[src/hdl/rcn_pkg.sv]
/* Ring bus package
   Packet layout, the request a ring stop hands to its slave, slave register
   offsets and the byte-lane merge shared by the register slaves */
`default_nettype none

package rcn_pkg;

  // Byte address and data word carried on the ring
  typedef logic [19:0] rcn_addr_t;
  typedef logic [31:0] rcn_data_t;

  // Word offset seen by a slave inside its own window
  typedef logic [7:0] rcn_ofs_t;

  // One ring slot, with valid and req in the top bits
  typedef struct packed {
    logic      valid;
    logic      req;
    logic      wr;
    logic [3:0] mask;
    rcn_addr_t addr;
    rcn_data_t data;
  } rcn_pkt_t;

  // Request offered by a ring stop to the slave behind it
  typedef struct packed {
    logic      strobe;
    logic      wr;
    logic [3:0] mask;
    rcn_ofs_t  ofs;
    rcn_data_t wdata;
  } rcn_slv_req_t;

  // Timer register map in words
  localparam rcn_ofs_t TMR_COUNT_OFS  = 8'd0;
  localparam rcn_ofs_t TMR_CMP_OFS    = 8'd1;
  localparam rcn_ofs_t TMR_STATUS_OFS = 8'd2;

  // Test register map in words
  localparam rcn_ofs_t TST_PROGRESS_OFS = 8'd0;
  localparam rcn_ofs_t TST_FAIL_OFS     = 8'd1;
  localparam rcn_ofs_t TST_PASS_OFS     = 8'd2;

  // Replaces the bytes of old_word selected by mask, bit i covering byte i
  function automatic rcn_data_t rcn_byte_merge(rcn_data_t old_word, rcn_data_t new_word,
                                               logic [3:0] mask);
    rcn_data_t merged;
    merged = old_word;
    for (int i = 0; i < 4; i++) begin
      if (mask[i]) begin
        merged[8*i +: 8] = new_word[8*i +: 8];
      end
    end
    return merged;
  endfunction

endpackage

`default_nettype wire
[src/hdl/rcn_timer.sv]
/* Timer slave
   Prescaled 32-bit up counter with a compare register, raising an event level
   that holds until software clears it through the status register */
`default_nettype none
`timescale 1ns/100ps

module rcn_timer #(
  parameter rcn_pkg::rcn_addr_t ADDR_MASK    = 20'hFFFF0,
  parameter rcn_pkg::rcn_addr_t ADDR_BASE    = 20'hE0000,
  parameter int unsigned        TMR_PRESCALE = 4
) (
  input  wire                      clk_50,
  input  wire                      rst_n,
  input  wire rcn_pkg::rcn_pkt_t   ring_in,
  output rcn_pkg::rcn_pkt_t        ring_out,
  output logic                     timer_event
);

  import rcn_pkg::*;

  localparam int PW = (TMR_PRESCALE > 1) ? $clog2(TMR_PRESCALE) : 1;

  rcn_slv_req_t  slv_req;
  rcn_data_t     slv_rdata;
  logic [PW-1:0] pre_cnt;
  logic          tick;
  rcn_data_t     count;
  rcn_data_t     cmp;
  logic          wr_cmp;
  logic          clr_evt;

  rcn_node #(
    .ADDR_MASK(ADDR_MASK),
    .ADDR_BASE(ADDR_BASE)
  ) rcn_node_inst (
    .clk_50   (clk_50),
    .rst_n    (rst_n),
    .ring_in  (ring_in),
    .ring_out (ring_out),
    .slv_req  (slv_req),
    .slv_rdata(slv_rdata)
  );

  assign tick    = (pre_cnt == PW'(TMR_PRESCALE - 1));
  assign wr_cmp  = slv_req.strobe && slv_req.wr && (slv_req.ofs == TMR_CMP_OFS);
  // Status clears only on a written 1 in bit 0 with its byte lane enabled
  assign clr_evt = slv_req.strobe && slv_req.wr && (slv_req.ofs == TMR_STATUS_OFS) &&
                   slv_req.mask[0] && slv_req.wdata[0];

  // Count advances once every TMR_PRESCALE clocks
  always_ff @(posedge clk_50 or negedge rst_n) begin
    if (!rst_n) begin
      pre_cnt <= '0;
      count   <= '0;
    end else if (tick) begin
      pre_cnt <= '0;
      count   <= count + 32'd1;
    end else begin
      pre_cnt <= pre_cnt + 1'b1;
    end
  end

  // Compare starts at all ones so no event fires soon after reset
  always_ff @(posedge clk_50 or negedge rst_n) begin
    if (!rst_n) begin
      cmp <= '1;
    end else if (wr_cmp) begin
      cmp <= rcn_byte_merge(cmp, slv_req.wdata, slv_req.mask);
    end
  end

  // The flag sets on the tick that brings count onto compare
  // A clear in the same cycle loses against a new match
  always_ff @(posedge clk_50 or negedge rst_n) begin
    if (!rst_n) begin
      timer_event <= 1'b0;
    end else if (tick && ((count + 32'd1) == cmp)) begin
      timer_event <= 1'b1;
    end else if (clr_evt) begin
      timer_event <= 1'b0;
    end
  end

  // Read word is registered and ready one cycle after the strobe
  always_ff @(posedge clk_50) begin
    if (slv_req.strobe && !slv_req.wr) begin
      case (slv_req.ofs)
        TMR_COUNT_OFS:  slv_rdata <= count;
        TMR_CMP_OFS:    slv_rdata <= cmp;
        TMR_STATUS_OFS: slv_rdata <= {31'd0, timer_event};
        default:        slv_rdata <= '0;
      endcase
    end
  end

endmodule

`default_nettype wire

[src/hdl/rcn_node.sv]
/* Ring stop
   Two-stage pipeline on the ring that claims requests inside its address window,
   offers them to the attached slave and turns them into responses */
`default_nettype none
`timescale 1ns/100ps

module rcn_node #(
  parameter rcn_pkg::rcn_addr_t ADDR_MASK = 20'hFFFF0,
  parameter rcn_pkg::rcn_addr_t ADDR_BASE = 20'hFFFF0
) (
  input  wire                        clk_50,
  input  wire                        rst_n,
  input  wire rcn_pkg::rcn_pkt_t     ring_in,
  output rcn_pkg::rcn_pkt_t          ring_out,
  output rcn_pkg::rcn_slv_req_t      slv_req,
  input  wire rcn_pkg::rcn_data_t    slv_rdata
);

  import rcn_pkg::*;

  // Address bits below the window size select the word inside the slave
  localparam rcn_addr_t OFS_MASK = ~ADDR_MASK;

  logic     hit;
  rcn_pkt_t pkt_q;
  logic     hit_q;

  // Only live requests inside the window are claimed, responses always pass
  assign hit = ring_in.valid && ring_in.req && ((ring_in.addr & ADDR_MASK) == ADDR_BASE);

  // The slave sees the request in the same cycle the packet enters stage 1,
  // so its registered read word is ready when stage 2 loads
  always_comb begin
    slv_req.strobe = hit;
    slv_req.wr     = ring_in.wr;
    slv_req.mask   = ring_in.mask;
    slv_req.ofs    = ring_in.addr[9:2] & OFS_MASK[9:2];
    slv_req.wdata  = ring_in.data;
  end

  // Stage 1 holds the packet and remembers whether it was claimed
  always_ff @(posedge clk_50 or negedge rst_n) begin
    if (!rst_n) begin
      pkt_q <= '0;
      hit_q <= 1'b0;
    end else begin
      pkt_q <= ring_in;
      hit_q <= hit;
    end
  end

  // Stage 2 turns a claimed request into a response in the same slot
  // Address and mask stay, a write echoes its data and a read takes the slave word
  always_ff @(posedge clk_50 or negedge rst_n) begin
    if (!rst_n) begin
      ring_out <= '0;
    end else if (hit_q) begin
      ring_out      <= pkt_q;
      ring_out.req  <= 1'b0;
      ring_out.data <= pkt_q.wr ? pkt_q.data : slv_rdata;
    end else begin
      ring_out <= pkt_q;
    end
  end

  // An empty slot coming from upstream must never carry the request flag
  a_idle_slot_clean: assert property (@(posedge clk_50) disable iff (!rst_n)
    !(ring_in.req && !ring_in.valid));

endmodule

`default_nettype wire

[config.mk]
export PLATFORM = sky130hd
export DESIGN_NAME = rcn_timer
export DESIGN_NICKNAME = d
export VERILOG_FILES = /design/src/hdl/rcn_pkg.sv /design/src/hdl/rcn_timer.sv /design/src/hdl/rcn_node.sv
export SDC_FILE = /design/constraint.sdc
export NUM_CORES = 1
export LEC_CHECK = 0
export BUFFER_PORTS_ARGS = -buffer_cell sky130_fd_sc_hd__buf_2
export CAP_MARGIN = 5
export CORE_MARGIN = 4
export CORE_UTILIZATION = 40
export DETAILED_ROUTE_END_ITERATION = 12
export PLACE_DENSITY = 0.64
export SLEW_MARGIN = 20
export SYNTH_ARGS = -nofsm -noshare
export SYNTH_HDL_FRONTEND = slang
export SYNTH_SLANG_ARGS = --single-unit
[constraint.sdc]
create_clock -name clk_50 -period 1.99 [get_ports clk_50]
set_input_delay 0.0995 -clock clk_50 [delete_from_list [all_inputs] [get_ports clk_50]]
set_output_delay 0.0995 -clock clk_50 [all_outputs]
set_load 0.02 [all_outputs]
==> flow_summary.json <==
{
  "status": "complete, but fails checks",
  "violations": "setup timing",
  "synth_area_leader_cell": "dfrtp_1",
  "ir_drop_mv": 0.388,
  "first_pass_iters": 4,
  "cts_buffer_depth": 3,
  "routed_wl_um": 20300,
  "synth_top_area_share": 0.438,
  "maxSlewViolCount": 0,
  "clock_skew_ps": 8.99,
  "reg2reg_to": "timer_event",
  "die-area_um2": 24400,
  "cts_sinks": 218,
  "cp.required_ps": 2420,
  "max_slew_margin": 0.677,
  "ios": 121,
  "grt_pass1_wl_um": 32900,
  "fmax_mhz": 475,
  "core_um2": 21400,
  "cp.arrival_ps": 2540,
  "postSynthAreaPerCell_um2": 13.7,
  "startpoint_type": "flip-flop",
  "synthCells": 644,
  "sw_frac_of_total": 0.214,
  "die_w_um": 156,
  "antenna_found_initial": 0,
  "track_usage": 0.166,
  "hold_end": "rcn_node_inst.pkt_q[34]",
  "synth-seq-cells": 218,
  "cts_tree": "yes",
  "synth-edff-count": 32,
  "rrSetupSlack_ps": -120,
  "ant_nets": 0,
  "setup_viol": 1,
  "synthArstFlopShare": 0.853,
  "vias_per_cell": 4.88,
  "cts_buffers": 23,
  "final_cell_area_um2": 11800,
  "internal_power_w": 0.00730,
  "yosysUniqueCellTypes": 49,
  "overflow": 0,
  "setup_slack_ps": -117,
  "post-place-ws_ps": -199,
  "gp_congestion": 0.869,
  "power.share.sequential": 0.502,
  "tns_ps": -117,
  "drive_above_1_share": 0.415,
  "fin_crit_ps": 2110,
  "p_leak_nw": 5.41,
  "yosysMostFrequentCell": "dfrtp_1",
  "drt-initial-drc-count": 235,
  "hold_violations": 0,
  "critical_path_class": "flip-flop to flip-flop",
  "synth_area_leaders": "dfrtp_1 (44%), edfxtp_1 (11%), dfstp_2 (9.6%), mux2_2 (8.3%), xnor2_1 (4.6%)",
  "antenna-diode-count": 0,
  "vias": 5813,
  "rr_worst_depth": 9,
  "hold_path.class": "input pin to flip-flop",
  "ys.flop_type": "dfrtp_1",
  "switching_power_w": 0.00199,
  "fin_util": 0.553,
  "place_area_um2": 10300,
  "tightest_slew_ps": 484,
  "rsz0062_at_grt": "true",
  "io_buffers": 120,
  "nNetsFinal": 964,
  "crit_path_end_kind": "flip-flop",
  "area_growth_pct": 34.3,
  "power_density_nw_per_um2": 786,
  "syn_area_um2": 8790,
  "syn-num-nets": 707,
  "min_from": "ring_in[34]",
  "dp_hpwl_um": 14200,
  "min_period_over_period": 1.06,
  "ys_seq_area_frac": 0.643,
  "drv_cap": 0,
  "grt_start_max_net_pins": 60,
  "yosys-top-cells-count": "dfrtp_1 (154), mux2_2 (65), nor2_1 (46), xnor2_1 (46), mux2i_1 (33)",
  "first_global_vias": 6248,
  "drc": 0,
  "htree_levels": 1,
  "reg2reg_from": "count[0]",
  "cts.reportedPaths.clkPinSlew_ps": 60,
  "clk_latency_ps": 500,
  "rows": 53,
  "p_clk_frac": 0.445,
  "path_max_fanout": 3,
  "yosys_warnings": 0,
  "comb_power_share": 0.053,
  "die_y_um": 156,
  "hold_depth": 2,
  "initial_utilization": 0.412,
  "routedWlPerCell_um": 17.0,
  "cts-root-buf": "clkbuf_16"
}
==> per-stage QoR <==
| stage | power (W) | hold WS [ps] | std cells |
|---|---|---|---|
| floorplan | 0.00490 | -196 | 644 |
| global placement | 0.00515 | 105 | 1091 |
| detailed placement | 0.00515 | 107 | 1091 |
| CTS | 0.00940 | 55.5 | 1190 |
| global route | 0.00964 | 50.4 | 1192 |
| finish | 0.00929 | 52.1 | 1192 |
==> worst max-delay path by stage <==
stage | slack, ps | cells past startpoint | start | end
finish | -120 | 9 | count[0] | timer_event
global route | -230 | 9 | count[0] | timer_event
CTS | -100 | 9 | count[1] | timer_event
detailed placement | -200 | 9 | count[1] | timer_event
global placement | -170 | 9 | count[1] | timer_event
floorplan | -20 | 9 | count[1] | timer_event
==> power by group through the flow <==
stage               registers [W]  logic (W)  clock network (W)
floorplan                 0.00483  0.0000727                  0
CTS                       0.00467   0.000499            0.00424
detailed placement        0.00475   0.000409                  0
global route              0.00467   0.000537            0.00443
finish                    0.00467   0.000489            0.00413
global placement          0.00474   0.000408                  0
==> flip-flops by register name, summed over array words and instances (netlist names) <==
| register | cells |
|---|---|
| cmp | 32 |
| rcn_node_inst.hit_q | 1 |
| count | 32 |
| rcn_node_inst.ring_out | 59 |
| pre_cnt | 2 |
| timer_event | 1 |
| slv_rdata | 32 |
| rcn_node_inst.pkt_q | 59 |
==> cells by family (layout without fill, tap and decap cells) <==
logic type,Yosys count,count (layout),synth area share
fa+ha+maj,2,2,0.00285
buf+inv,39,312,0.0195
xor+xnor,75,75,0.0747
compound gates,24,24,0.0188
flops,218,218,0.643
mux,98,98,0.121
simple gates,188,188,0.120
==> layer usage <==
layer  wire [um]  up-vias  global-route usage
li1            -     2784                   -
met1        9000     2887               0.221
met2       10000      119               0.290
met3         980       23              0.0252
met4         290        0              0.0343
met5           0        -                   0
==> layout by cell type, fill, tap and decap left out, drive strengths merged, types with 7 or more instances in the layout <==
master	count
buf	209
dfrtp	154
mux2	65
dlygate4sd3	58
xnor2	46
nor2	46
clkbuf	35
mux2i	33
dfstp	32
edfxtp	32
nand2	30
xor2	29
nand4	22
nand3	21
nor4	17
and3	12
nor3	12
and4	8
a21oi	7
==> critical path: stages (launching register included) <==
cell,delay [ps]
dfrtp_1,380
ha_2,190
buf_6,120
xor2_2,150
nor3_2,150
o21ba_4,170
or4_4,510
nor4_2,210
nand4_1,110
nand2_1,70
==> timing repair <==
action	CTS	global route
endpoints found under the setup margin	4	37
pin swaps	0	6
gates resized for setup	4	26
hold buffers	58	0
hold endpoints to repair	152	0
setup buffers	0	2
==> area by class of cell <==
type / instances / area (um^2)
clock buffers: 34 / 667
flip-flops and latches: 218 / 5660
clock inverters: 7 / 65.1
fillers: 1790 / 9540
inverters: 3 / 11.3
multi-input cells: 387 / 3120
repair buffers: 268 / 1940
well taps: 275 / 344
(Power assumes the default switching activity.)
