==> config.mk <==
export PLATFORM = sky130hd
export DESIGN_NAME = rcn_testregs
export DESIGN_NICKNAME = d
export VERILOG_FILES = /design/src/hdl/rcn_pkg.sv /design/src/hdl/rcn_testregs.sv /design/src/hdl/rcn_node.sv
export SDC_FILE = /design/constraint.sdc
export NUM_CORES = 1
export LEC_CHECK = 0
export ABC_AREA = 1
export BUFFER_PORTS_ARGS = -buffer_cell sky130_fd_sc_hd__buf_2
export CAP_MARGIN = 40
export CORE_MARGIN = 2
export CORE_UTILIZATION = 45
export DETAILED_ROUTE_END_ITERATION = 10
export PLACE_DENSITY_LB_ADDON = 0.05
export REMOVE_ABC_BUFFERS = 1
export SYNTH_ARGS = -nofsm -noshare
export SYNTH_HDL_FRONTEND = slang
export SYNTH_HIERARCHICAL = 1
export SYNTH_SLANG_ARGS = --single-unit
==> constraint.sdc <==
create_clock -name clk_50 -period 1.3 [get_ports clk_50]
set_input_delay 0.13 -clock clk_50 [delete_from_list [all_inputs] [get_ports clk_50]]
set_output_delay 0.13 -clock clk_50 [all_outputs]
set_load 0.01 [all_outputs]
==> src/hdl/rcn_pkg.sv <==
/* Ring bus package
   Packet layout, the request a ring stop hands to its slave, slave register
   offsets and the byte-lane merge shared by the register slaves */
`default_nettype none

package rcn_pkg;

  // Byte address and data word carried on the ring
  typedef logic [19:0] rcn_addr_t;
  typedef logic [31:0] rcn_data_t;

  // Word offset seen by a slave inside its own window
  typedef logic [7:0] rcn_ofs_t;

  // One ring slot, with valid and req in the top bits
  typedef struct packed {
    logic      valid;
    logic      req;
    logic      wr;
    logic [3:0] mask;
    rcn_addr_t addr;
    rcn_data_t data;
  } rcn_pkt_t;

  // Request offered by a ring stop to the slave behind it
  typedef struct packed {
    logic      strobe;
    logic      wr;
    logic [3:0] mask;
    rcn_ofs_t  ofs;
    rcn_data_t wdata;
  } rcn_slv_req_t;

  // Timer register map in words
  localparam rcn_ofs_t TMR_COUNT_OFS  = 8'd0;
  localparam rcn_ofs_t TMR_CMP_OFS    = 8'd1;
  localparam rcn_ofs_t TMR_STATUS_OFS = 8'd2;

  // Test register map in words
  localparam rcn_ofs_t TST_PROGRESS_OFS = 8'd0;
  localparam rcn_ofs_t TST_FAIL_OFS     = 8'd1;
  localparam rcn_ofs_t TST_PASS_OFS     = 8'd2;

  // Replaces the bytes of old_word selected by mask, bit i covering byte i
  function automatic rcn_data_t rcn_byte_merge(rcn_data_t old_word, rcn_data_t new_word,
                                               logic [3:0] mask);
    rcn_data_t merged;
    merged = old_word;
    for (int i = 0; i < 4; i++) begin
      if (mask[i]) begin
        merged[8*i +: 8] = new_word[8*i +: 8];
      end
    end
    return merged;
  endfunction

endpackage

`default_nettype wire
==> src/hdl/rcn_testregs.sv <==
/* Test register slave
   Progress, fail and pass words written over the ring and driven out as
   levels for the testbench to watch */
`default_nettype none
`timescale 1ns/100ps

module rcn_testregs #(
  parameter rcn_pkg::rcn_addr_t ADDR_MASK = 20'hFFFF0,
  parameter rcn_pkg::rcn_addr_t ADDR_BASE = 20'hFFFF0
) (
  input  wire                      clk_50,
  input  wire                      rst_n,
  input  wire rcn_pkg::rcn_pkt_t   ring_in,
  output rcn_pkg::rcn_pkt_t        ring_out,
  output rcn_pkg::rcn_data_t       test_progress,
  output rcn_pkg::rcn_data_t       test_fail,
  output rcn_pkg::rcn_data_t       test_pass
);

  import rcn_pkg::*;

  rcn_slv_req_t slv_req;
  rcn_data_t    slv_rdata;

  rcn_node #(
    .ADDR_MASK(ADDR_MASK),
    .ADDR_BASE(ADDR_BASE)
  ) rcn_node_inst (
    .clk_50   (clk_50),
    .rst_n    (rst_n),
    .ring_in  (ring_in),
    .ring_out (ring_out),
    .slv_req  (slv_req),
    .slv_rdata(slv_rdata)
  );

  // The registers are the output ports, so a write shows up on the next clock
  always_ff @(posedge clk_50 or negedge rst_n) begin
    if (!rst_n) begin
      test_progress <= '0;
      test_fail     <= '0;
      test_pass     <= '0;
    end else if (slv_req.strobe && slv_req.wr) begin
      case (slv_req.ofs)
        TST_PROGRESS_OFS: test_progress <= rcn_byte_merge(test_progress, slv_req.wdata,
                                                          slv_req.mask);
        TST_FAIL_OFS:     test_fail <= rcn_byte_merge(test_fail, slv_req.wdata, slv_req.mask);
        TST_PASS_OFS:     test_pass <= rcn_byte_merge(test_pass, slv_req.wdata, slv_req.mask);
        default:          ;
      endcase
    end
  end

  // Registered read back, unused offsets read as zero
  always_ff @(posedge clk_50) begin
    if (slv_req.strobe && !slv_req.wr) begin
      case (slv_req.ofs)
        TST_PROGRESS_OFS: slv_rdata <= test_progress;
        TST_FAIL_OFS:     slv_rdata <= test_fail;
        TST_PASS_OFS:     slv_rdata <= test_pass;
        default:          slv_rdata <= '0;
      endcase
    end
  end

endmodule

`default_nettype wire

==> src/hdl/rcn_node.sv <==
/* Ring stop
   Two-stage pipeline on the ring that claims requests inside its address window,
   offers them to the attached slave and turns them into responses */
`default_nettype none
`timescale 1ns/100ps

module rcn_node #(
  parameter rcn_pkg::rcn_addr_t ADDR_MASK = 20'hFFFF0,
  parameter rcn_pkg::rcn_addr_t ADDR_BASE = 20'hFFFF0
) (
  input  wire                        clk_50,
  input  wire                        rst_n,
  input  wire rcn_pkg::rcn_pkt_t     ring_in,
  output rcn_pkg::rcn_pkt_t          ring_out,
  output rcn_pkg::rcn_slv_req_t      slv_req,
  input  wire rcn_pkg::rcn_data_t    slv_rdata
);

  import rcn_pkg::*;

  // Address bits below the window size select the word inside the slave
  localparam rcn_addr_t OFS_MASK = ~ADDR_MASK;

  logic     hit;
  rcn_pkt_t pkt_q;
  logic     hit_q;

  // Only live requests inside the window are claimed, responses always pass
  assign hit = ring_in.valid && ring_in.req && ((ring_in.addr & ADDR_MASK) == ADDR_BASE);

  // The slave sees the request in the same cycle the packet enters stage 1,
  // so its registered read word is ready when stage 2 loads
  always_comb begin
    slv_req.strobe = hit;
    slv_req.wr     = ring_in.wr;
    slv_req.mask   = ring_in.mask;
    slv_req.ofs    = ring_in.addr[9:2] & OFS_MASK[9:2];
    slv_req.wdata  = ring_in.data;
  end

  // Stage 1 holds the packet and remembers whether it was claimed
  always_ff @(posedge clk_50 or negedge rst_n) begin
    if (!rst_n) begin
      pkt_q <= '0;
      hit_q <= 1'b0;
    end else begin
      pkt_q <= ring_in;
      hit_q <= hit;
    end
  end

  // Stage 2 turns a claimed request into a response in the same slot
  // Address and mask stay, a write echoes its data and a read takes the slave word
  always_ff @(posedge clk_50 or negedge rst_n) begin
    if (!rst_n) begin
      ring_out <= '0;
    end else if (hit_q) begin
      ring_out      <= pkt_q;
      ring_out.req  <= 1'b0;
      ring_out.data <= pkt_q.wr ? pkt_q.data : slv_rdata;
    end else begin
      ring_out <= pkt_q;
    end
  end

  // An empty slot coming from upstream must never carry the request flag
  a_idle_slot_clean: assert property (@(posedge clk_50) disable iff (!rst_n)
    !(ring_in.req && !ring_in.valid));

endmodule

`default_nettype wire

==> out/results.txt, run 1 <==
Worst setup SP type: register
Detailed-route via count: 7162
Slowest cell on crit path: dfrtp_1
Post-synthesis cell type count: 18
Vias/cell: 4.86
Clock skew: 20.3 ps
Post-Synthesis Cells: 912
Non-Filler Instances: 1475
Commonest non-fill, non-tap cell in the layout: nand2_1
Clock latency on the worst-skew pair: 530 ps
Hold Fails Final Rpt: 0
Average size of a mapped cell: 10.4 sq um
Post-synthesis sequential element count: 247
CP bufs+invs: 1
Final slew viol count: 0
Minimum clock period: 1230 ps
Fmax: 811 MHz
Area share of the leading cell type in the synthesized netlist: 56.5%
Core area: 20900 sq um
I/O pin cnt: 216
Final instance area: 12300 sq um
Leakage: 6.48 nW
Drt first-iter violations: 332
Top delay family on crit path: flip-flops
Peak VDD IR: 819 uV
Crit. End Element: output pin
Post-Place Cell Area: 10900 sq um
Inst Count DP: 1366
Period Utilization, post-route: 94.9%
Fraction of layout cells with a size suffix above 1: 27.6%
Routed WL: 25.1 mm
Crit path max fanout: 3
CTS tree: done
Outcome: completed
Clk sink count: 247
Max cap viols: 0
Overall power: 15.9 mW
Vias in the first global route: 7110
Post-synthesis sequential area ratio: 66.6%
Bufs on Longest Clock Path: 3
Setup repair after global routing missed its margin: no
Reg clk slew, reported paths: 60 ps
Row count: 53
Largest net degree at the start of global routing: 69
DP Wirelength: 15.9 mm
Antenna Violating Nets Remaining: 0
GR Overflow Total: 0
Netlist Area Pre-Place: 9520 sq um
Die X: 149 um
WS Path Type: register to output pin
GP Congestion: 0.802
Synth area leader: dfrtp_1
Routed len/inst: 17.0 um
WP data required: 1170 ps
Clock buffer count from CTS: 27
Synth warnings: 6
Min-delay worst type: input port to register
Final setup vio count: 0
Residual DRC: 0
CP cell instances: buf_2
Power Dens Cells: 1290 nW/um^2
First-pass detailed-route iteration total: 4
Area Overhead vs Synth: 29.3%
Top post-synthesis cells by area: dfrtp_1 56%, nand2_1 13%, nand3_1 11%, edfxtp_1 10%, buf_4 3.9%
Commonest non-fill, non-tap cells in the layout: 321 x nand2_1, 214 x buf_2, 214 x dfrtp_1
Initial Utilization: 45.6%
Antenna violations before repair: 0
Die area: 22300 sq um
Worst EP arrival: 1100 ps
GR Util All Layers: 22.8%
Clock root cell: clkbuf_16
CTS H-tree lvls: 1
Max stage delay on crit path: 430 ps
NumNets Final: 1242
IO buf count: 215
First-pass GRT wire length: 39.5 mm
N_diodes: 0
Chip height: 149 um
==> flip-flops by register name, indices dropped and copies added, names as in the netlist <==
register	cells
rcn_node_inst/hit_q	1
rcn_node_inst/pkt_q	59
test_progress	32
test_pass	32
slv_rdata	32
test_fail	32
rcn_node_inst/ring_out	59
==> path summary, 6_finish.rpt <==
kind                                         endpoint  slack (ps)  cells after the start                    start
max                                     test_fail[22]          70                      1            test_fail[22]
min                               rcn_node_inst/hit_q          70                      4              ring_in[58]
max reg2reg                rcn_node_inst/ring_out[20]          80                      4  rcn_node_inst/pkt_q[56]
min reg2reg                rcn_node_inst/ring_out[47]         350                      0  rcn_node_inst/pkt_q[47]
max in group asynchronous  rcn_node_inst/ring_out[43]         570                      3                    rst_n
min in group asynchronous     rcn_node_inst/pkt_q[21]         200                      3                    rst_n
==> synthesized netlist by cell type <==
cell type  instances
buf_6             10
nand2_8            1
nand2_1          321
nand3_2            4
buf_4             50
buf_2             26
inv_4              1
inv_2              2
nor2_4             6
inv_1              9
dfrtp_1          215
nand3_1          202
edfxtp_1          32
nor2_2             3
clkbuf_4           1
nand2_2           15
nor2_1            13
conb_1             1
==> cells by family after synthesis <==
logic type / Yosys count / synth area share, %
buffers and inverters: 99 / 7.07
flip-flops: 247 / 66.6
other: 1 / 0.0394
AND/OR/NAND/NOR: 565 / 26.3
==> timing repair <==
item,in CTS,in global routing
gates resized for setup,0,1
endpoints found under the hold margin,370,0
buffers inserted,0,0
endpoints found under the setup margin,0,23
hold buffers,61,0
==> through the flow <==
step / hold WS [ps] / utilization [%] / TNS, ps / worst slack (ps)
2_1_floorplan: -166 / - / -64410 / -1030
3_3_place_gp: -67.8 / 52.1 / -40520 / -388
3_5_place_dp: -68.0 / 52.1 / -35980 / -357
4_1_cts: 48.0 / 58.9 / 0 / 43.9
5_1_grt: 79.0 / 58.9 / 0 / 2.86
6_report: 70.0 / 58.9 / 0 / 66.4
==> per-layer routing <==
layer,track usage (%),vias up,part of all wire (%)
met5,0,-,0
met4,6.90,0,2.8
met3,3.84,46,6.3
met2,37.8,260,48
met1,31.0,3403,43
li1,-,3453,-
==> where the power goes <==
part	internal [mW]	switching [mW]
logic	0.350	0.461
registers	8.00	0.0504
clock network	4.11	2.92
total	12.5	3.43
==> cell type report <==
cell class	count	area (sq um)
Inverter	12	47.5
Fill cell	1824	8580
Multi-Input combinational cell	571	2550
Sequential cell	247	6340
Tap cell	275	344
Clock inverter	4	20.0
Timing Repair Buffer	322	2220
Clock buffer	44	790
No activity file was read; power rests on OpenSTA's default activity.
==> inputs of run 2 (changes only) <==
--- a/config.mk
+++ b/config.mk
@@ -12,2 +12,3 @@
 export CORE_UTILIZATION = 45
+export CTS_BUF_LIST = sky130_fd_sc_hd__clkbuf_8
 export DETAILED_ROUTE_END_ITERATION = 10
==> constraint.sdc (replaced) <==
create_clock -name clk_50 -period 1.3 [get_ports clk_50]
set_input_delay 0.26 -clock clk_50 [delete_from_list [all_inputs] [get_ports clk_50]]
set_output_delay 0.26 -clock clk_50 [all_outputs]
set_load 0.01 [all_outputs]
==> run 2 against run 1 <==
The run now ends with setup timing left. Largest cell class unchanged. Register-to-register slack improved by 30 ps. Wire length increased by 6.4%. Core utilization increased by 5.5 points. Critical endpoint unchanged. Hold slack improved by 51 ps. Count of clock-buffer cells in the layout increased by 12. Global-route usage increased by 1.2 points. Clock power decreased by 2%. Die area unchanged. Setup slack got worse by 130 ps. First-iteration DRC count increased by 14%.
==> out/results.txt, run 2 (synthesized netlist as in run 1, its figures left out) <==
Outcome: finished, violations left
Failing checks: setup timing
Post-Place Cell Area: 10900 sq um
Period Utilization, post-route: 105%
Die area: 22300 sq um
Area Overhead vs Synth: 41.3%
Final setup vio count: 93
Finished Core Util: 64.4%
Clk sink count: 247
GR Util All Layers: 24.0%
WHS: 121 ps
DP Wirelength: 16.0 mm
Drt first-iter violations: 378
Residual DRC: 0
GR Overflow Total: 0
CTS H-tree lvls: 2
Fraction of layout cells with a size suffix above 1: 35.1%
Hold Fails Final Rpt: 0
Row count: 53
Chip height: 149 um
I/O pin cnt: 216
Leakage: 7.21 nW
CP cell instances: buf_2
Largest net degree at the start of global routing: 60
WS Path Type: register to output pin
Final instance area: 13500 sq um
Antenna violations before repair: 0
Max cap viols: 0
GRT met1 Usage: 32.6%
Crit. End Element: output pin
Antenna Violating Nets Remaining: 0
Bufs on Longest Clock Path: 3
Routed WL: 26.7 mm
Crit path max fanout: 2
Fmax: 732 MHz
Power Dens Cells: 1170 nW/um^2
Biggest regs: rcn_node_inst/pkt_q x59, rcn_node_inst/ring_out x59
CP bufs+invs: 1
First-pass GRT wire length: 41.7 mm
Die X: 149 um
Top delay family on crit path: flip-flops
Worst setup SP type: register
Clock latency on the worst-skew pair: 540 ps
Commonest non-fill, non-tap cell in the layout: nand2_1
Setup repair after global routing missed its margin: yes
GP Congestion: 0.819
Commonest non-fill, non-tap cells in the layout: 321 x nand2_1, 214 x dfrtp_1, 199 x nand3_1
Worst EP arrival: 1110 ps
Detailed-route via count: 7793
Met2 Usage GRT: 39.4%
Minimum clock period: 1370 ps
CTS tree: done
Min-delay worst type: input port to asynchronous set/reset pin
WP data required: 1040 ps
Final slew viol count: 0
Routed len/inst: 16.6 um
PnR worst setup slack: -65.8 ps
Setup TNS: -2150 ps
IO buf count: 215
Clock buffer count from CTS: 42
Clock skew: 17.4 ps
Initial Utilization: 45.6%
Slowest cell on crit path: dfrtp_1
Vias/cell: 4.84
Vias in the first global route: 7702
Overall power: 15.8 mW
Peak VDD IR: 847 uV
Reg clk slew, reported paths: 60 ps
Core area: 20900 sq um
Clock root cell: clkbuf_8
NumNets Final: 1364
First-pass detailed-route iteration total: 5
Met3 Usage GRT: 4.39%
Most crowded layer after global routing: met2
Max stage delay on crit path: 420 ps
==> run 2: cell types whose count changed in the layout (fill, tap and decap cells not counted), sizes merged <==
cell | previous run | this run
clkinv | 4 | 2
clkbuf | 44 | 56
inv | 12 | 27
dlygate4sd3 | 61 | 60
diode | 0 | 1
clkinvlp | 0 | 2
buf | 261 | 369
==> run 2: worst reg2reg max path, stage by stage (launching register included) <==
cell	delay (ps)
dfrtp_1	400
inv_4	210
nand2_8	250
nand2_1	130
nand2_1	70
==> run 2: path summary, 6_finish.rpt <==
check	cells after the start	to	slack, ps	start
max	1	test_fail[22]	-70	test_fail[22]
min	2	rcn_node_inst/ring_out[54]	120	rst_n
max reg2reg	4	rcn_node_inst/ring_out[16]	110	rcn_node_inst/pkt_q[56]
min reg2reg	0	rcn_node_inst/ring_out[38]	340	rcn_node_inst/pkt_q[38]
max in group asynchronous	3	rcn_node_inst/ring_out[8]	620	rst_n
min in group clk_50	4	rcn_node_inst/hit_q	170	ring_in[58]
==> run 2: stage by stage <==
stage / setup slack (ps) / cells
after floorplan: -1160 / 830
after global placement: -543 / 1370
after detailed placement: -538 / 1370
after CTS: -98.1 / 1588
after global routing: -102 / 1609
final: -65.8 / 1610
==> run 2: power by group <==
part / switching (mW) / internal [mW] / leakage, nW
Clock: 3.02 / 3.83 / 0.491
Combinational: 0.473 / 0.375 / 3.62
Sequential: 0.0558 / 8.00 / 3.10
Total: 3.55 / 12.2 / 7.21
==> run 2: what timing repair did <==
action | CTS | global route
endpoints found under the hold margin | 338 | 0
pin swaps | 0 | 8
setup buffers | 83 | 21
hold buffers | 60 | 0
resized for setup | 22 | 33
endpoints found under the setup margin | 139 | 250
==> run 2: layout make-up <==
type / count / area (sq um)
antenna: 1 / 2.50
clock buffer: 56 / 771
clock inverter: 19 / 81.3
fill: 1723 / 7430
inverter: 12 / 47.5
multi-input combinational: 571 / 2610
sequential: 247 / 6340
tap: 275 / 344
timing repair buffer: 429 / 3260
==> run 2: metal layers <==
layer	share of wire (%)	wire length (um)	vias to the layer above
met1	43	11500	3757
met2	48	12800	287
met4	2.3	612	0
met5	0	0	-
met3	6.7	1790	46
li1	-	-	3703
