===== config.mk =====
export PLATFORM = sky130hd
export DESIGN_NAME = rcn_master
export DESIGN_NICKNAME = d
export VERILOG_FILES = /design/src/hdl/rcn_pkg.sv /design/src/hdl/rcn_master.sv
export SDC_FILE = /design/constraint.sdc
export NUM_CORES = 1
export LEC_CHECK = 0
export BUFFER_PORTS_ARGS = -buffer_cell sky130_fd_sc_hd__buf_4
export CAP_MARGIN = 5
export CORE_MARGIN = 5
export CORE_UTILIZATION = 39
export DETAILED_ROUTE_END_ITERATION = 7
export GPL_TIMING_DRIVEN = 1
export PLACE_DENSITY = 0.73
export SYNTH_ARGS = -nofsm -noshare
export SYNTH_HDL_FRONTEND = slang
export SYNTH_SLANG_ARGS = --single-unit

===== constraint.sdc =====
create_clock -name clk_50 -period 1.28 [get_ports clk_50]
set_input_delay 0.064 -clock clk_50 [delete_from_list [all_inputs] [get_ports clk_50]]
set_output_delay 0.064 -clock clk_50 [all_outputs]
set_load 0.05 [all_outputs]

===== src/hdl/rcn_pkg.sv =====
/* Ring bus package
   Packet layout, the request a ring stop hands to its slave, slave register
   offsets and the byte-lane merge shared by the register slaves */
`default_nettype none

package rcn_pkg;

  // Byte address and data word carried on the ring
  typedef logic [19:0] rcn_addr_t;
  typedef logic [31:0] rcn_data_t;

  // Word offset seen by a slave inside its own window
  typedef logic [7:0] rcn_ofs_t;

  // One ring slot, with valid and req in the top bits
  typedef struct packed {
    logic      valid;
    logic      req;
    logic      wr;
    logic [3:0] mask;
    rcn_addr_t addr;
    rcn_data_t data;
  } rcn_pkt_t;

  // Request offered by a ring stop to the slave behind it
  typedef struct packed {
    logic      strobe;
    logic      wr;
    logic [3:0] mask;
    rcn_ofs_t  ofs;
    rcn_data_t wdata;
  } rcn_slv_req_t;

  // Timer register map in words
  localparam rcn_ofs_t TMR_COUNT_OFS  = 8'd0;
  localparam rcn_ofs_t TMR_CMP_OFS    = 8'd1;
  localparam rcn_ofs_t TMR_STATUS_OFS = 8'd2;

  // Test register map in words
  localparam rcn_ofs_t TST_PROGRESS_OFS = 8'd0;
  localparam rcn_ofs_t TST_FAIL_OFS     = 8'd1;
  localparam rcn_ofs_t TST_PASS_OFS     = 8'd2;

  // Replaces the bytes of old_word selected by mask, bit i covering byte i
  function automatic rcn_data_t rcn_byte_merge(rcn_data_t old_word, rcn_data_t new_word,
                                               logic [3:0] mask);
    rcn_data_t merged;
    merged = old_word;
    for (int i = 0; i < 4; i++) begin
      if (mask[i]) begin
        merged[8*i +: 8] = new_word[8*i +: 8];
      end
    end
    return merged;
  endfunction

endpackage

`default_nettype wire

===== src/hdl/rcn_master.sv =====
/* Ring master
   Turns a host command into a request packet, puts it on the ring and waits
   for the same slot to come back as a response or as an unclaimed request */
`default_nettype none
`timescale 1ns/100ps

module rcn_master (
  input  wire                      clk_50,
  input  wire                      rst_n,
  input  wire                      cmd_valid,
  input  wire                      cmd_wr,
  input  wire [3:0]                cmd_mask,
  input  wire rcn_pkg::rcn_addr_t  cmd_addr,
  input  wire rcn_pkg::rcn_data_t  cmd_wdata,
  output logic                     busy,
  output logic                     rsp_valid,
  output logic                     rsp_err,
  output rcn_pkg::rcn_data_t       rsp_rdata,
  input  wire rcn_pkg::rcn_pkt_t   ring_in,
  output rcn_pkg::rcn_pkt_t        ring_out
);

  import rcn_pkg::*;

  typedef enum logic [1:0] {
    IDLE,
    SEND,
    WAIT
  } state_t;

  state_t   state;
  rcn_pkt_t req_pkt;

  // Request packet built straight from the host command
  always_comb begin
    req_pkt.valid = 1'b1;
    req_pkt.req   = 1'b1;
    req_pkt.wr    = cmd_wr;
    req_pkt.mask  = cmd_mask;
    req_pkt.addr  = cmd_addr;
    req_pkt.data  = cmd_wdata;
  end

  // Busy covers the whole round trip and drops together with rsp_valid
  assign busy = (state != IDLE);

  always_ff @(posedge clk_50 or negedge rst_n) begin
    if (!rst_n) begin
      state     <= IDLE;
      ring_out  <= '0;
      rsp_valid <= 1'b0;
      rsp_err   <= 1'b0;
      rsp_rdata <= '0;
    end else begin
      // The master owns its slot for one cycle, after that it sends empty slots
      ring_out  <= '0;
      rsp_valid <= 1'b0;
      case (state)
        IDLE: begin
          if (cmd_valid) begin
            ring_out <= req_pkt;
            state    <= SEND;
          end
        end
        SEND: begin
          // Packet is on the ring now
          state <= WAIT;
        end
        WAIT: begin
          // With one request outstanding the first valid slot back is ours
          // A packet still marked as a request was claimed by no slave
          if (ring_in.valid) begin
            rsp_valid <= 1'b1;
            rsp_err   <= ring_in.req;
            rsp_rdata <= ring_in.req ? '0 : ring_in.data;
            state     <= IDLE;
          end
        end
        default: begin
          state <= IDLE;
        end
      endcase
    end
  end

  // The host has no back-pressure and must wait for busy to drop
  a_no_cmd_when_busy: assert property (@(posedge clk_50) disable iff (!rst_n)
    cmd_valid |-> !busy);

  // Nothing may come back around the ring unless a request is in flight
  a_no_stray_return: assert property (@(posedge clk_50) disable iff (!rst_n)
    ring_in.valid |-> (state != IDLE));

endmodule

`default_nettype wire


==> results of run 1 <==
-- stage by stage --
stage                     total power [uW]  setup WS (ps)  TNS (ps)  instances  area (um2)
final                                12980         -57.31     -1283        605        6026
after global routing                 13560         -100.0     -2354        605        6026
after CTS                            13080         -66.61     -1289        605        6015
after detailed placement             10470         -47.97    -485.9        528        5094
after global placement               10370         -33.45    -197.5        528        5094
after floorplan                       8473         -44.43     -1257        236        3555
-- registers in the layout, indices dropped and copies added, names as in the netlist --
| signal | count |
|---|---|
| ring_out | 58 |
| state | 2 |
| rsp_err | 1 |
| rsp_rdata | 32 |
| rsp_valid | 1 |
-- synth_stat cells, drive strengths merged --
cell type,n
dfrtp,94
and2,57
mux2,34
nor2b,32
clkbuf,9
buf,5
nor3b,2
and3b,1
nor2,1
or2,1
-- critical path: cells and delay by family (launching register included) --
| kind | cells | cell delay (ps) |
|---|---|---|
| buf+inv | 2 | 280 |
| flops | 1 | 380 |
| mux | 1 | 300 |
| simple gates | 1 | 260 |
-- where the power goes --
| group | total, uW | leakage (uW) | internal (uW) | switching, uW |
|---|---|---|---|---|
| logic | 6680 | 0.00177 | 2590 | 4080 |
| registers | 4160 | 0.00124 | 3770 | 391 |
| clock network | 2140 | 0.000113 | 1150 | 990 |
-- worst max-delay path by stage --
stage               cells after the start  slack (ps)                 start                   endpoint
finish                                  4         -60  state[0]$_DFFE_PN0P_  rsp_rdata[10]$_DFFE_PN0P_
CTS                                     3         -70  state[1]$_DFFE_PN0P_                       busy
floorplan                               4         -40  state[0]$_DFFE_PN0P_  rsp_rdata[10]$_DFFE_PN0P_
global route                            3        -100  state[0]$_DFFE_PN0P_                       busy
global placement                        3         -30  state[0]$_DFFE_PN0P_  rsp_rdata[31]$_DFFE_PN0P_
detailed placement                      3         -50  state[0]$_DFFE_PN0P_  rsp_rdata[31]$_DFFE_PN0P_
-- cell type report --
cell class,instances,area share
sequential,94,0.3904
timing repair buffer,260,0.3661
multi-input combinational,128,0.1846
clock buffer,10,0.02284
tap,108,0.02243
clock inverter,5,0.01370
-- kinds of logic (layout without fill, tap and decap cells) --
group,after synthesis,in the layout,synth area share
mux,34,34,0.1383
flops,94,94,0.6617
buf+inv,14,275,0.03239
simple gates,94,94,0.1675
-- what timing repair did --
action | 4_1_cts | 5_1_grt
endpoints found under the setup margin | 31 | 56
resized for setup | 16 | 3
buffers inserted | 2 | 0
hold buffers | 59 | 0
hold endpoints to repair | 152 | 0
cloned | 1 | 0
-- metal layers --
metal	part of all wire	up-vias	wire, um	track usage
li1	-	1254	-	-
met1	0.36	1268	3492	0.1882
met2	0.53	111	5094	0.3147
met3	0.089	12	859	0.06601
met4	0.019	0	180	0.06560
met5	0	-	0	0
==> reports/metrics.cfg, run 1 <==
[sta]
rsz0062_at_grt=true
timing.final.crit_period_ps=1337
drv_slew=0
worst_pin_slew_ps=500.3
fin_crit_sh=1.045
skew_ps=9.826
setup_violations=32
fin_ws_ps=-57.31
relSlewSlack=0.6665
whs_ps=72.24
max_freq_mhz=747.8
hold_viol=0

[yosys]
synth_cell_types=15
postSynthAreaPerCell_um2=15.06
yosysWarnings=0
synth.area.top_cells=dfrtp_1, mux2_4, and2_1
synth_top_area_share=0.6617
syn_area_um2=3555
ys_seq_area_frac=0.6617
mappedNetlistNets=355
synth_area_leader_cell=dfrtp_1
synth_seq_cells=94
synth_cells=236

[clock_network]
cts.path.max_buffers=2
clk_pin_slew_ps=90
root_buffer=clkbuf_8
htree_num_levels=3
clkSinkCount=94
cts_tree=built
cts_inserted_buffers=9
clock_latency_ps=340

[layout]
seqCellArea_um2=2352
syn2layout_area_growth_pct=69.52
fill_cells=612
nets=612
multi_input_area_um2=1112
layout.cells.most_common=buf_4
antenna_cells=0
drive_gt1_frac=0.5091
mostFrequentLayoutCells=buf_4, dfrtp_1, dlygate4sd3_1, and2_1, mux2_4
final_util=0.6843

[power_and_ir_drop]
leakage_uw=0.003125
vdd_ir_drop_max_uv=1195
p_per_area_nw_per_um2=2154

[setup_path]
regToRegStartpoint=state[0]$_DFFE_PN0P_
crit_type=flip-flop to flip-flop
ff2ff_path_depth=4
cp-start-kind=flip-flop
worst_path_largest_cell_delay_ps=380
cp_max_fo=8
worst_path_max_delay_cell=dfrtp_1
crit_arrival_ps=1560
r2r_setup_slack_ps=-60
required_ps=1500
worstPathCellList=and3b_2, buf_12, buf_12, mux2_4
r2r_end=rsp_rdata[10]$_DFFE_PN0P_
path_common_cell=buf_12
worstSetupEndpointType=flip-flop

[die]
dieArea_um2=11120
initial_core_util=0.4037
die_h_um=105.5
row_count=34
io-pin-count=213
dieWidth_um=105.5
core_um2=8806

[route]
drc=0
routed_wl_um=9627
drt_iter0_markers=50
vias=2645
wl_per_cell_um=15.91
drtAntennaViolNets=0
viasPerCell=4.372
firstDrtPassIters=4

[global_routing]
grt_util_all_layers=0.1757
grt_max_degree=95
grt_pass1_vias=3064
antenna_found_initial=0
overflow=0
grt_pass1_wl_um=15480

[worst_hold_path]
min_to=rsp_rdata[22]$_DFFE_PN0P_
hold_path_class=input pin to flip-flop
holdPathStages=3
min_from=ring_in[22]

[placement]
io_buffers=187
post-dp-hpwl_um=6212
gp_congestion=0.7065

[flow_run]
maxCapViolations=0

[outcome]
violations=negative setup slack
status=complete, but fails checks

Note: power is estimated with default switching activity, not from simulation.
==> run 2, diff against run 1 <==
--- a/config.mk
+++ b/config.mk
@@ -7,11 +7,12 @@
 export LEC_CHECK = 0
 export BUFFER_PORTS_ARGS = -buffer_cell sky130_fd_sc_hd__buf_4
 export CAP_MARGIN = 5
+export CORE_ASPECT_RATIO = 1.1
 export CORE_MARGIN = 5
-export CORE_UTILIZATION = 39
+export CORE_UTILIZATION = 25
 export DETAILED_ROUTE_END_ITERATION = 7
 export GPL_TIMING_DRIVEN = 1
-export PLACE_DENSITY = 0.73
+export PLACE_DENSITY = 0.5
 export SYNTH_ARGS = -nofsm -noshare
 export SYNTH_HDL_FRONTEND = slang
 export SYNTH_SLANG_ARGS = --single-unit
==> reports/metrics.cfg, run 2 (same netlist as run 1, synthesis figures left out) <==
[clock_network]
clock_latency_ps=340  ; about the same
htree_num_levels=3  ; unchanged
cts.path.max_buffers=2  ; unchanged
clkSinkCount=94  ; unchanged
cts_tree=built
root_buffer=clkbuf_16
cts_inserted_buffers=9  ; unchanged
clk_pin_slew_ps=60  ; -30 ps

[route]
viasPerCell=3.825  ; -13%
drtAntennaViolNets=0  ; unchanged
routed_wl_um=9508  ; -1.2%
firstDrtPassIters=4  ; unchanged
drc=0  ; unchanged
vias=2597  ; -1.8%
drt_iter0_markers=55  ; +10%
wl_per_cell_um=14.00  ; -12%

[die]
core_um2=13910  ; +58%
initial_core_util=0.2556  ; -0.1481
row_count=45  ; +32%
io-pin-count=213  ; unchanged
dieWidth_um=123.7  ; +17%
die_h_um=135.1  ; +28%
dieArea_um2=16710  ; +50%

[layout]
syn2layout_area_growth_pct=71.42
mostFrequentLayoutCells=buf_4, dfrtp_1, dlygate4sd3_1, and2_1
top_register=ring_out
antenna_cells=0  ; unchanged
final_util=0.4381  ; -0.2461
layout.cells.most_common=buf_4
nets=605  ; -1.1%
largest_reg_flops=58  ; unchanged
drive_gt1_frac=0.5031  ; -0.005999
top_regs=ring_out (58), rsp_rdata (32), state (2)
finalNonFillerCells=679  ; +12%

[setup_path]
crit_arrival_ps=1550  ; about the same
regToRegStartpoint=state[0]$_DFFE_PN0P_
cp_max_fo=18  ; +10
crit_type=flip-flop to flip-flop
required_ps=1500  ; about the same
worstSetupEndpointType=flip-flop
cp-start-kind=flip-flop
startpoint=state[0]$_DFFE_PN0P_

[sta]
rsz0062_at_grt=true
setup_violations=33  ; +3.1%
skew_ps=3.628  ; -6.197 ps
timing.setup.tns_ps=-1154  ; +128.7 ps
relSlewSlack=0.7686  ; +0.1022
timing.final.crit_period_ps=1328  ; -9.545 ps
drv_slew=0  ; unchanged
hold_viol=0  ; unchanged
max_freq_mhz=753.1  ; +0.72%
fin_crit_sh=1.037  ; -0.007457
worst_pin_slew_ps=347.1  ; -153.2 ps
fin_ws_ps=-47.76  ; +9.544 ps

[global_routing]
antenna_found_initial=0  ; unchanged
grt_max_degree=59  ; -38%
grt_pass1_vias=2835  ; -7.5%
overflow=0  ; unchanged
grt_pass1_wl_um=14570  ; -5.9%
grt_util_all_layers=0.1141  ; -0.06163

[placement]
dp_slack_ps=-62.46  ; -14.49 ps
placedCellCount=604  ; +14%
gp_congestion=0.7092  ; +0.38%
post-dp-hpwl_um=6621  ; +6.6%
io_buffers=187  ; unchanged

[outcome]
status=complete, but fails checks
violations=negative setup slack

[power_and_ir_drop]
p_per_area_nw_per_um2=2148  ; -0.26%
vdd_ir_drop_max_uv=688.6  ; -42%
power.total_uw=13090  ; +0.86%
leakage_uw=0.003094  ; -0.98%

[worst_hold_path]
min_from=ring_in[58]
hold_path_class=input pin to flip-flop

[flow_run]
maxCapViolations=0  ; unchanged

[run 2: cell count changes in the layout (fill, tap and decap cells not counted)]
cell / change
mux2_4: -1
bufinv_16: -2
buf_6: -2
mux2_2: +1
inv_6: -1
clkbuf_16: +9
clkinv_4: -1
clkbuf_8: -9
buf_4: -2
buf_8: -4
buf_16: -1
clkinvlp_4: +3
buf_12: +2
clkinv_2: +2
[run 2: timing repair]
action,CTS,global route
endpoints found under the hold margin,152,0
gates resized for setup,6,1
setup endpoints to repair,33,33
setup buffers,0,0
hold buffers,59,0
[run 2: routing by layer]
layer  wire (um)  up-vias  global-route usage
met5           0        -                   0
met4         249        0             0.05662
met3         854       16             0.04399
met2        4640      107              0.1858
met1        3763     1229              0.1297
li1            -     1245                   -
[run 2: worst max-delay path: stages, from the launching register on]
cell and delay, ps:
dfrtp_1 370, and3b_2 310, buf_12 200, mux2_4 310
[run 2: cell type report]
class	count	area, um2
clock inverter	6	37.54
clock buffer	10	239.0
sequential	94	2352
tap	188	235.2
fill	1274	7814
timing repair buffer	253	2121
multi-input combinational	128	1109
[run 2: path summary, 6_finish.rpt]
check,slack [ps],depth (start not counted),to
worst min-delay path,80,3,state[1]$_DFFE_PN0P_
worst max register to register,-50,3,rsp_rdata[25]$_DFFE_PN0P_
worst max-delay path,-50,3,rsp_rdata[25]$_DFFE_PN0P_
min in group asynchronous,250,3,rsp_rdata[25]$_DFFE_PN0P_
max in group asynchronous,780,3,ring_out[41]$_DFF_PN0_
worst min register to register,510,1,rsp_rdata[8]$_DFFE_PN0P_
[run 2: power breakdown]
part           internal [uW]  switching (uW)
clock network           1360            1110
logic                   2440            4000
registers               3780             397
total                   7580            5520
[run 2: per-stage QoR]
step | area [um2] | hold slack, ps
after floorplan | 3555 | -231.6
after global placement | 5201 | 71.28
after detailed placement | 5201 | 78.60
after CTS | 6090 | 54.15
after global routing | 6093 | 78.05
final | 6093 | 79.78
==> run 3, diff against run 2 <==
--- a/config.mk
+++ b/config.mk
@@ -12,7 +12,7 @@
 export CORE_UTILIZATION = 25
 export DETAILED_ROUTE_END_ITERATION = 7
 export GPL_TIMING_DRIVEN = 1
-export PLACE_DENSITY = 0.5
+export PLACE_DENSITY = 0.55
 export SYNTH_ARGS = -nofsm -noshare
 export SYNTH_HDL_FRONTEND = slang
 export SYNTH_SLANG_ARGS = --single-unit
==> reports/metrics.cfg, run 3 (same netlist as run 1, synthesis figures left out) <==
[route]
wl_per_cell_um=15.83  ; +13%
routed_wl_um=10940  ; +15%
drtAntennaViolNets=0  ; unchanged
drt_iter0_markers=101  ; +84%
viasPerCell=3.932  ; +2.8%
vias=2717  ; +4.6%
drc=0  ; unchanged
firstDrtPassIters=4  ; unchanged

[layout]
largest_reg_flops=58  ; unchanged
layout.cells.most_common=buf_4
syn2layout_area_growth_pct=79.51
drive_gt1_frac=0.5169  ; +0.01384
top_register=ring_out
antenna_cells=0  ; unchanged
nets=617  ; +2.0%
fill_cells=1238  ; -2.8%
finalInstanceArea_um2=6381  ; +4.7%
top_regs=ring_out (58), rsp_rdata (32), state (2)
finalNonFillerCells=691  ; +1.8%
mostFrequentLayoutCells=buf_4, dfrtp_1, dlygate4sd3_1, and2_1, mux2_4

[sta]
worst_pin_slew_ps=347.8  ; +0.7472 ps
timing.setup.tns_ps=-1571  ; -416.6 ps
max_freq_mhz=736.2  ; -2.3%
setup_violations=34  ; +3.0%
fin_ws_ps=-78.39  ; -30.63 ps
skew_ps=6.997  ; +3.369 ps
drv_slew=0  ; unchanged
rsz0062_at_grt=true
timing.final.crit_period_ps=1358  ; +30.63 ps
hold_viol=0  ; unchanged
fin_crit_sh=1.061  ; +0.02393
relSlewSlack=0.7681  ; about the same
whs_ps=73.44  ; -6.339 ps

[clock_network]
root_buffer=clkbuf_16
cts_tree=built
htree_num_levels=3  ; unchanged
clock_latency_ps=340  ; about the same
cts.path.max_buffers=2  ; unchanged
cts_inserted_buffers=9  ; unchanged
clk_pin_slew_ps=70  ; about the same
clkSinkCount=94  ; unchanged

[global_routing]
grt_pass1_wl_um=15460  ; +6.1%
antenna_found_initial=0  ; unchanged
grt_util_all_layers=0.1198  ; +0.005737
grt_max_degree=59  ; unchanged
grt_pass1_vias=2973  ; +4.9%
overflow=0  ; unchanged

[flow_run]
maxCapViolations=0  ; unchanged

[placement]
dp_slack_ps=-104.3  ; -41.89 ps
gp_congestion=0.6618  ; -6.7%
place_area_um2=5189  ; -0.24%
placedCellCount=604  ; unchanged
post-dp-hpwl_um=6732  ; +1.7%
io_buffers=187  ; unchanged

[die]
io-pin-count=213  ; unchanged
dieWidth_um=123.7  ; unchanged
core_um2=13910  ; unchanged
row_count=45  ; unchanged
dieArea_um2=16710  ; unchanged
die_h_um=135.1  ; unchanged
initial_core_util=0.2556  ; unchanged

[power_and_ir_drop]
clkPwrFrac=0.209  ; +0.020
p_int_uw=8336  ; +10%
switching_power_uw=5813  ; +5.4%
vdd_ir_drop_max_uv=825.8  ; +20%
swShare=0.4109  ; -0.01048
p_per_area_nw_per_um2=2217  ; +3.2%
power_frac_comb=0.496  ; +0.004
leakage_uw=0.003234  ; +4.5%
pwr-share-seq=0.294  ; -0.025

[setup_path]
crit_arrival_ps=1580  ; +30 ps
worstSetupEndpointType=flip-flop
ff2ff_path_depth=4  ; +1
cp_max_fo=5  ; -13
crit_type=flip-flop to flip-flop
required_ps=1500  ; about the same
cp-start-kind=flip-flop

[outcome]
violations=negative setup slack
status=complete, but fails checks

[worst_hold_path]
holdPathStages=3  ; unchanged
hold_path_class=input pin to flip-flop

==> run 3: changes by cell type in the layout (fill, tap and decap cells not counted), moves of 2 or more <==
cell	change
buf_12	+3
buf_6	+2
bufinv_16	+2
clkbuf_16	+5
clkinv_2	-3
clkinvlp_4	-2
inv_6	+4
==> run 3: layer usage <==
layer / global-route usage / up-vias / wire, um
li1: - / 1273 / -
met1: 0.1396 / 1309 / 4211
met5: 0 / - / 0
met2: 0.1921 / 121 / 5432
met3: 0.04860 / 14 / 1086
met4: 0.05415 / 0 / 210
==> run 3: metrics by stage <==
step / total power, uW / utilization
6_report: 14150 / 0.4588
5_1_grt: 14800 / 0.4588
4_1_cts: 13720 / 0.4401
3_5_place_dp: 10460 / 0.3731
3_3_place_gp: 10410 / 0.3731
2_1_floorplan: 8473 / -
==> run 3: worst max-delay path: stages (launching register included) <==
cell	delay (ps)
dfrtp_1	380
and3b_2	300
buf_12	130
clkbuf_16	140
mux2_4	290
==> run 3: worst paths after layout <==
kind	start	end	slack, ps
min in group asynchronous	rst_n	rsp_rdata[17]$_DFFE_PN0P_	110
hold reg to reg	rsp_rdata[17]$_DFFE_PN0P_	rsp_rdata[17]$_DFFE_PN0P_	510
max in group asynchronous	rst_n	ring_out[2]$_DFF_PN0_	720
setup reg to reg	state[0]$_DFFE_PN0P_	rsp_rdata[23]$_DFFE_PN0P_	-80
setup / recovery	state[0]$_DFFE_PN0P_	rsp_rdata[23]$_DFFE_PN0P_	-80
hold / removal	ring_in[58]	state[1]$_DFFE_PN0P_	70
==> run 3: timing repair <==
item | in CTS | in global routing
endpoints found under the hold margin | 152 | 0
resized for setup | 4 | 10
setup endpoints to repair | 34 | 91
hold buffers | 59 | 0
setup buffers | 0 | 2
gates cloned | 0 | 10
==> run 3: area by class of cell <==
| type | instances | area, um2 | area share |
|---|---|---|---|
| Clock buffer | 9 | 225.2 | 0.03529 |
| Clock inverter | 7 | 102.6 | 0.01608 |
| Multi-Input combinational cell | 128 | 1115 | 0.1747 |
| Sequential cell | 94 | 2352 | 0.3686 |
| Tap cell | 188 | 235.2 | 0.03686 |
| Timing Repair Buffer | 265 | 2351 | 0.3684 |
==> run 3: power groups by stage <==
stage,clock (uW),sequential [uW],combinational [uW]
2_1_floorplan,0,6970,1500
3_3_place_gp,0,4220,6190
6_report,2960,4160,7020
5_1_grt,3210,4260,7320
4_1_cts,3080,4170,6470
3_5_place_dp,0,4210,6240
